[config.mk]
export PLATFORM = sky130hd
export DESIGN_NAME = fxp_div_top
export DESIGN_NICKNAME = d
export VERILOG_FILES = /design/src/rtl/fxp_div_pkg.sv /design/src/rtl/div_operand_stage.sv /design/src/rtl/div_restoring_stage.sv /design/src/rtl/div_round_saturate.sv /design/src/rtl/fxp_div_top.sv
export SDC_FILE = /design/constraint.sdc
export NUM_CORES = 1
export LEC_CHECK = 0
export ABC_CLOCK_PERIOD_IN_PS = 6300
export BUFFER_PORTS_ARGS = -buffer_cell sky130_fd_sc_hd__buf_2
export CAP_MARGIN = 0
export CORE_MARGIN = 1.5
export CORE_UTILIZATION = 61
export DETAILED_ROUTE_END_ITERATION = 8
export GPL_TIMING_DRIVEN = 0
export PLACE_DENSITY = 0.77
export SYNTH_ARGS = -nofsm -noshare
export SYNTH_HDL_FRONTEND = slang
export SYNTH_SLANG_ARGS = --single-unit
[constraint.sdc]
create_clock -name clk -period 6.3 [get_ports clk]
set_input_delay 0.315 -clock clk [delete_from_list [all_inputs] [get_ports clk]]
set_output_delay 0.315 -clock clk [all_outputs]
set_load 0.1 [all_outputs]
[src/rtl/fxp_div_pkg.sv]
package fxp_div_pkg;

	// --------------------------------------------------
	// operand formats
	// --------------------------------------------------

	// dividend Q8.8
	localparam int DVD_INT  = 8;
	localparam int DVD_FRAC = 8;

	// divisor Q4.4
	localparam int DVS_INT  = 4;
	localparam int DVS_FRAC = 4;

	// quotient Q8.8
	localparam int QUO_INT  = 8;
	localparam int QUO_FRAC = 8;

	// common grid, wide enough for divisor shifted over every quotient bit
	localparam int ALN_INT  = (QUO_INT + DVS_INT > DVD_INT) ? QUO_INT + DVS_INT : DVD_INT;
	localparam int ALN_FRAC = (QUO_FRAC + DVS_FRAC > DVD_FRAC) ? QUO_FRAC + DVS_FRAC : DVD_FRAC;

	// --------------------------------------------------
	// derived widths
	// --------------------------------------------------

	localparam int DVD_W = DVD_INT + DVD_FRAC;
	localparam int DVS_W = DVS_INT + DVS_FRAC;
	localparam int QUO_W = QUO_INT + QUO_FRAC;
	localparam int ALN_W = ALN_INT + ALN_FRAC;

	// operand reg + one stage per quotient bit + round + saturate
	localparam int DIV_LATENCY = QUO_W + 3;

	// --------------------------------------------------
	// vector types
	// --------------------------------------------------

	typedef logic signed [DVD_W-1:0] dividend_t;
	typedef logic signed [DVS_W-1:0] divisor_t;

	// quotient, also used for the unsigned quotient magnitude
	typedef logic [QUO_W-1:0] quotient_t;

	// magnitudes and partial sums on the Q12.12 grid
	typedef logic [ALN_W-1:0] aligned_t;

endpackage

[src/rtl/div_operand_stage.sv]
`timescale 1ns/1ps

module div_operand_stage (
	input  logic                   clk,
	input  logic                   rstn,
	input  logic                   vld,
	input  fxp_div_pkg::dividend_t dividend,
	input  fxp_div_pkg::divisor_t  divisor,
	output logic                   out_vld,
	output logic                   out_sign,
	output fxp_div_pkg::aligned_t  out_dvd,
	output fxp_div_pkg::aligned_t  out_dvs
);

	import fxp_div_pkg::*;

	// fraction shifts onto the common grid
	localparam int DVD_SHL = ALN_FRAC - DVD_FRAC;
	localparam int DVS_SHL = ALN_FRAC - DVS_FRAC;

	logic [DVD_W-1:0] dvd_mag;
	logic [DVS_W-1:0] dvs_mag;
	aligned_t         dvd_aln;
	aligned_t         dvs_aln;
	logic             res_sign;

	// --------------------------------------------------
	// magnitudes and result sign
	// --------------------------------------------------

	// most negative value maps to 2^(w-1), still fits unsigned
	always_comb begin
		dvd_mag = dividend[DVD_W-1] ? DVD_W'(-dividend) : DVD_W'(dividend);
		dvs_mag = divisor[DVS_W-1] ? DVS_W'(-divisor) : DVS_W'(divisor);
		res_sign = dividend[DVD_W-1] ^ divisor[DVS_W-1];
	end

	// zero extend, then line up the binary points
	always_comb begin
		dvd_aln = aligned_t'(dvd_mag) << DVD_SHL;
		dvs_aln = aligned_t'(dvs_mag) << DVS_SHL;
	end

	// --------------------------------------------------
	// stage register
	// --------------------------------------------------

	always_ff @(posedge clk or negedge rstn) begin
		if (!rstn) begin
			out_vld  <= 1'b0;
			out_sign <= 1'b0;
			out_dvd  <= '0;
			out_dvs  <= '0;
		end else begin
			out_vld  <= vld;
			out_sign <= res_sign;
			out_dvd  <= dvd_aln;
			out_dvs  <= dvs_aln;
		end
	end

endmodule

[src/rtl/div_restoring_stage.sv]
`timescale 1ns/1ps

module div_restoring_stage #(
	parameter int STAGE = 0
) (
	input  logic                   clk,
	input  logic                   rstn,
	input  logic                   in_vld,
	input  logic                   in_sign,
	input  fxp_div_pkg::aligned_t  in_dvd,
	input  fxp_div_pkg::aligned_t  in_dvs,
	input  fxp_div_pkg::aligned_t  in_acc,
	input  fxp_div_pkg::quotient_t in_quo,
	output logic                   out_vld,
	output logic                   out_sign,
	output fxp_div_pkg::aligned_t  out_dvd,
	output fxp_div_pkg::aligned_t  out_dvs,
	output fxp_div_pkg::aligned_t  out_acc,
	output fxp_div_pkg::quotient_t out_quo
);

	import fxp_div_pkg::*;

	// quotient bit decided here, msb first
	localparam int QBIT = QUO_W - 1 - STAGE;

	// integer bits shift the divisor up, fraction bits shift it down
	localparam int SHL = (STAGE < QUO_INT) ? QUO_INT - 1 - STAGE : 0;
	localparam int SHR = (STAGE < QUO_INT) ? 0 : STAGE + 1 - QUO_INT;

	aligned_t  dvs_shift;
	aligned_t  acc_try;
	logic      fit;
	quotient_t quo_nxt;

	// trial add of the weighted divisor
	always_comb begin
		dvs_shift = (in_dvs << SHL) >> SHR;
		acc_try   = in_acc + dvs_shift;
		fit       = (acc_try <= in_dvd);
		quo_nxt   = in_quo;
		quo_nxt[QBIT] = fit;
	end

	always_ff @(posedge clk or negedge rstn) begin
		if (!rstn) begin
			out_vld  <= 1'b0;
			out_sign <= 1'b0;
			out_dvd  <= '0;
			out_dvs  <= '0;
			out_acc  <= '0;
			out_quo  <= '0;
		end else begin
			out_vld  <= in_vld;
			out_sign <= in_sign;
			out_dvd  <= in_dvd;
			out_dvs  <= in_dvs;
			// restore by keeping the old sum when it does not fit
			out_acc  <= fit ? acc_try : in_acc;
			out_quo  <= quo_nxt;
		end
	end

endmodule

[src/rtl/div_round_saturate.sv]
`timescale 1ns/1ps

module div_round_saturate #(
	parameter int ROUND = 1
) (
	input  logic                   clk,
	input  logic                   rstn,
	input  logic                   in_vld,
	input  logic                   in_sign,
	input  fxp_div_pkg::aligned_t  in_dvd,
	input  fxp_div_pkg::aligned_t  in_dvs,
	input  fxp_div_pkg::aligned_t  in_acc,
	input  fxp_div_pkg::quotient_t in_quo,
	output logic                   rdy,
	output fxp_div_pkg::quotient_t quot,
	output logic                   overflow
);

	import fxp_div_pkg::*;

	localparam quotient_t QUO_MAX = '1;
	localparam quotient_t POS_MAX = {1'b0, {(QUO_W-1){1'b1}}};
	localparam quotient_t NEG_MIN = {1'b1, {(QUO_W-1){1'b0}}};

	logic [ALN_W:0] rem2;
	aligned_t       lsb_dvs;
	logic           rnd_up;

	logic           rnd_vld;
	logic           rnd_sign;
	quotient_t      rnd_mag;

	quotient_t      sat_quo;
	logic           sat_ovf;

	// --------------------------------------------------
	// round half up on the magnitude
	// --------------------------------------------------

	// divisor weight of one quotient lsb, compared with twice the remainder
	always_comb begin
		rem2    = {in_dvd - in_acc, 1'b0};
		lsb_dvs = in_dvs >> QUO_FRAC;
		rnd_up  = (ROUND != 0) && (in_quo != QUO_MAX) && (rem2 >= {1'b0, lsb_dvs});
	end

	always_ff @(posedge clk or negedge rstn) begin
		if (!rstn) begin
			rnd_vld  <= 1'b0;
			rnd_sign <= 1'b0;
			rnd_mag  <= '0;
		end else begin
			rnd_vld  <= in_vld;
			rnd_sign <= in_sign;
			rnd_mag  <= in_quo + quotient_t'(rnd_up);
		end
	end

	// --------------------------------------------------
	// sign restore and saturation
	// --------------------------------------------------

	// negative side reaches one step further than positive
	always_comb begin
		if (!rnd_sign) begin
			sat_ovf = rnd_mag[QUO_W-1];
			sat_quo = sat_ovf ? POS_MAX : rnd_mag;
		end else begin
			sat_ovf = (rnd_mag > NEG_MIN);
			sat_quo = rnd_mag[QUO_W-1] ? NEG_MIN : -rnd_mag;
		end
	end

	always_ff @(posedge clk or negedge rstn) begin
		if (!rstn) begin
			rdy      <= 1'b0;
			quot     <= '0;
			overflow <= 1'b0;
		end else begin
			rdy      <= rnd_vld;
			quot     <= sat_quo;
			// bubbles carry stale data, keep the flag to real results
			overflow <= rnd_vld & sat_ovf;
		end
	end

endmodule

[src/rtl/fxp_div_top.sv]
`timescale 1ns/1ps

module fxp_div_top #(
	parameter int ROUND = 1
) (
	input  logic                   clk,
	input  logic                   rstn,
	input  logic                   vld,
	input  fxp_div_pkg::dividend_t dividend,
	input  fxp_div_pkg::divisor_t  divisor,
	output logic                   rdy,
	output fxp_div_pkg::quotient_t quot,
	output logic                   overflow
);

	import fxp_div_pkg::*;

	// index 0 is the operand stage, index k+1 the output of divider stage k
	logic      stg_vld  [QUO_W+1];
	logic      stg_sign [QUO_W+1];
	aligned_t  stg_dvd  [QUO_W+1];
	aligned_t  stg_dvs  [QUO_W+1];
	aligned_t  stg_acc  [QUO_W+1];
	quotient_t stg_quo  [QUO_W+1];

	// --------------------------------------------------
	// input side
	// --------------------------------------------------

	div_operand_stage div_operand_stage_inst (
		.clk      (clk),
		.rstn     (rstn),
		.vld      (vld),
		.dividend (dividend),
		.divisor  (divisor),
		.out_vld  (stg_vld[0]),
		.out_sign (stg_sign[0]),
		.out_dvd  (stg_dvd[0]),
		.out_dvs  (stg_dvs[0])
	);

	// divider chain starts from an empty sum and quotient
	assign stg_acc[0] = '0;
	assign stg_quo[0] = '0;

	// --------------------------------------------------
	// restoring divider chain
	// --------------------------------------------------

	for (genvar k = 0; k < QUO_W; k++) begin : g_stage
		div_restoring_stage #(
			.STAGE (k)
		) div_restoring_stage_inst (
			.clk      (clk),
			.rstn     (rstn),
			.in_vld   (stg_vld[k]),
			.in_sign  (stg_sign[k]),
			.in_dvd   (stg_dvd[k]),
			.in_dvs   (stg_dvs[k]),
			.in_acc   (stg_acc[k]),
			.in_quo   (stg_quo[k]),
			.out_vld  (stg_vld[k+1]),
			.out_sign (stg_sign[k+1]),
			.out_dvd  (stg_dvd[k+1]),
			.out_dvs  (stg_dvs[k+1]),
			.out_acc  (stg_acc[k+1]),
			.out_quo  (stg_quo[k+1])
		);
	end

	// output side
	div_round_saturate #(
		.ROUND (ROUND)
	) div_round_saturate_inst (
		.clk      (clk),
		.rstn     (rstn),
		.in_vld   (stg_vld[QUO_W]),
		.in_sign  (stg_sign[QUO_W]),
		.in_dvd   (stg_dvd[QUO_W]),
		.in_dvs   (stg_dvs[QUO_W]),
		.in_acc   (stg_acc[QUO_W]),
		.in_quo   (stg_quo[QUO_W]),
		.rdy      (rdy),
		.quot     (quot),
		.overflow (overflow)
	);

endmodule

==> reports/results.txt <==
Max IR drop VDD = 352.3 uV
pin count of the biggest net entering global routing = 138
Setup violations, final = 0
fmax = 0.1848 GHz
P_leak = 21.58 nW
GPL Wtd Cong = 0.9080
area of the mapped netlist = 38380 um^2
CTS Buffer Depth = 3
crit path capture type = register
post-synth cell types = 86
Total Power = 18.91 mW
post-placement cell count = 4059
num rows = 91
Clock Skew = 0.02293 ns
DRC viols = 0
highest-count cells in the layout ignoring fill and taps = 877 x dfrtp_1, 324 x ha_1, 277 x inv_1
clk sink count = 877
Worst-path clk slew = 0.06 ns
total track usage = 27.20%
die height = 253.8 um
first-pass GRT wire length = 135900 um
most common cell after layout, fill and taps aside = dfrtp_1
Syn Area/Cell = 12.11 um^2
CP Max Fanout = 10
final instance area = 43010 um^2
Die Wd = 253.8 um
required time worst endpoint = 6.84 ns
Iter 0 DRT Violations = 1810
DRT Pass-1 Iters = 5
initial antenna violation count = 1
slew of the pin with the lowest slew margin = 1.054 ns
Final HPWL DP = 59710 um
register area share after synthesis = 57.18%
status = finished clean
crit path launch type = register
cts repair resizes = 0
crit path time final = 5.413 ns
routed wire length = 83750 um
vias per cell = 5.646
async set-or-reset flop fraction in the synthesized netlist = 100.0%
worst r2r src = g_stage[12].div_restoring_stage_inst.out_acc[3]$_DFF_PN0_
Yosys reg bits = 877
share of post-route cells with drive strength above 1 = 9.283%
PD cells = 439.7 nW/um^2
Placed Area = 39860 um^2
r2r setup slk = 0.89 ns
cts bufs inserted = 87
final non-filler cell total = 4243
port bufs = 43
Ys Warns = 0
Slew HR = 29.06%
Skew-Pair Late Insertion Delay = 0.66 ns
vias = 23950
drt wl/cell = 19.74 um
IO Pins = 45
hold crit path type = input port to register
overflow left after global routing = 0
starting density of the core = 61.96%
root buffer cell = clkbuf_16
Top FF cell, synth = dfrtp_1
critical path class = register to register
count of nets after finishing = 3702
Layout area overhead = 12.07%
hold path cells = 3
unrepaired setup endpoints after global routing = no
Final ANT Viol Nets = 0
R2R cell count = 19
CTS tree = done
fin. max-slew vios = 0
final hold violations = 0
EDFF count, synth = 0
Worst EP arrival = 5.96 ns
die area = 64430 um^2
period utilization = 85.91%
HP Start = dividend[15]
core footprint = 61940 um^2
vias in the first global route = 25260
CTS H-Tree Depth = 3
CP Launch Point = g_stage[12].div_restoring_stage_inst.out_acc[3]$_DFF_PN0_
final setup TNS = 0 ns
worst slack, placed = 1.134 ns
worst setup margin = 0.8874 ns
Max Cap Viol = 0
Mapped Cells = 3169
[synthesized netlist by cell type, types with 13 or more instances]
cell | number | area share [%]
mux2_2 | 81 | 2.4
nand3_1 | 56 | 0.73
inv_1 | 277 | 2.7
and2_1 | 63 | 1.0
o21ai_0 | 73 | 0.95
nand2b_1 | 30 | 0.49
and3_1 | 26 | 0.42
ha_1 | 324 | 11
xnor2_1 | 178 | 4.1
a211oi_1 | 13 | 0.25
dfrtp_1 | 877 | 57
nand4_1 | 61 | 0.99
nor4_1 | 24 | 0.39
nor3_1 | 45 | 0.59
fa_1 | 15 | 0.78
nand2_1 | 163 | 1.6
nor2_1 | 153 | 1.5
a21o_1 | 117 | 2.3
nor2b_1 | 56 | 0.91
a21oi_1 | 134 | 1.7
o21bai_1 | 14 | 0.27
clkbuf_1 | 33 | 0.32
or3_1 | 14 | 0.23
o21a_1 | 22 | 0.43
xor2_1 | 108 | 2.5
[per-stage QoR]
stage	utilization, %	hold slack [ns]
floorplan	-	0.01941
global placement	64.02	0.3312
detailed placement	64.35	0.3026
CTS	69.44	0.07147
global route	69.44	0.1491
finish	69.44	0.1297
[critical path: stages, from the launching register on]
cell	delay [ns]
dfrtp_1	0.39
ha_1	0.24
fa_1	0.43
a21o_1	0.18
a21oi_1	0.28
o21ai_0	0.19
nand3_1	0.16
clkbuf_1	0.41
nor2_1	0.10
xor2_1	0.17
ha_1	0.31
a21o_1	0.16
a21o_1	0.17
a21oi_1	0.31
inv_1	0.06
a2111oi_0	0.60
o211ai_1	0.46
buf_6	0.29
nor3_1	0.19
xor2_1	0.21
[power by group]
part | internal, mW | switching (mW) | total [mW]
clock network | 3.04 | 2.19 | 5.23
registers | 6.64 | 0.831 | 7.47
logic | 2.60 | 3.61 | 6.21
total | 12.3 | 6.63 | 18.9
[logic make-up after synthesis]
logic type               Yosys count  synth area share (%)
AND/OR/NAND/NOR                  753                 10.21
flip-flops                       877                 57.18
multiplexers                      96                 2.781
XOR/XNOR                         287                 6.569
adder cells (fa/ha/maj)          339                 11.34
buffers and inverters            325                 3.273
other                              1              0.009771
AO/OA/AOI/OAI                    491                 8.636
[path summary, 6_finish.rpt]
kind / to
min reg2reg: div_round_saturate_inst.rnd_vld$_DFF_PN0_
min in group asynchronous: div_round_saturate_inst.quot[0]$_DFF_PN0_
max: g_stage[13].div_restoring_stage_inst.out_acc[19]$_DFF_PN0_
min: div_operand_stage_inst.out_dvd[15]$_DFF_PN0_
max reg2reg: g_stage[13].div_restoring_stage_inst.out_acc[19]$_DFF_PN0_
max in group asynchronous: g_stage[5].div_restoring_stage_inst.out_acc[22]$_DFF_PN0_
[state kept, by name, indices dropped and copies added (netlist names)]
| name | count |
|---|---|
| div_round_saturate_inst.rdy | 1 |
| g_stage.div_restoring_stage_inst.out_sign | 16 |
| div_operand_stage_inst.out_dvs | 8 |
| g_stage.div_restoring_stage_inst.out_dvs | 128 |
| div_round_saturate_inst.rnd_vld | 1 |
| div_round_saturate_inst.overflow | 1 |
| div_operand_stage_inst.out_sign | 1 |
| g_stage.div_restoring_stage_inst.out_quo | 136 |
| div_round_saturate_inst.rnd_mag | 16 |
| div_round_saturate_inst.rnd_sign | 1 |
| g_stage.div_restoring_stage_inst.out_dvd | 256 |
| g_stage.div_restoring_stage_inst.out_acc | 263 |
| div_round_saturate_inst.quot | 16 |
| div_operand_stage_inst.out_vld | 1 |
| g_stage.div_restoring_stage_inst.out_vld | 16 |
| div_operand_stage_inst.out_dvd | 16 |
[metal layers]
layer / global-route usage, % / vias to the layer above / part of all wire, %
met1: 36.63 / 12010 / 43
met2: 44.61 / 589 / 48
li1: - / 11180 / -
met5: 0 / - / 0
met3: 4.998 / 177 / 5.1
met4: 9.405 / 0 / 3.3
[what timing repair did]
action | CTS | global route
hold buffers | 25 | 0
hold endpoints to repair | 90 | 0
buffers inserted | 0 | 0
[area by class of cell]
cell class / instances / area [um^2]
clock inverter: 32 / 380.4
inverter: 279 / 1047
sequential: 877 / 21950
timing repair buffer: 75 / 668.1
fill: 4344 / 18930
multi-input combinational: 1970 / 15190
antenna: 2 / 5.005
buffer: 46 / 209.0
clock buffer: 125 / 2521
tap: 837 / 1047
(Power assumes the default switching activity.)
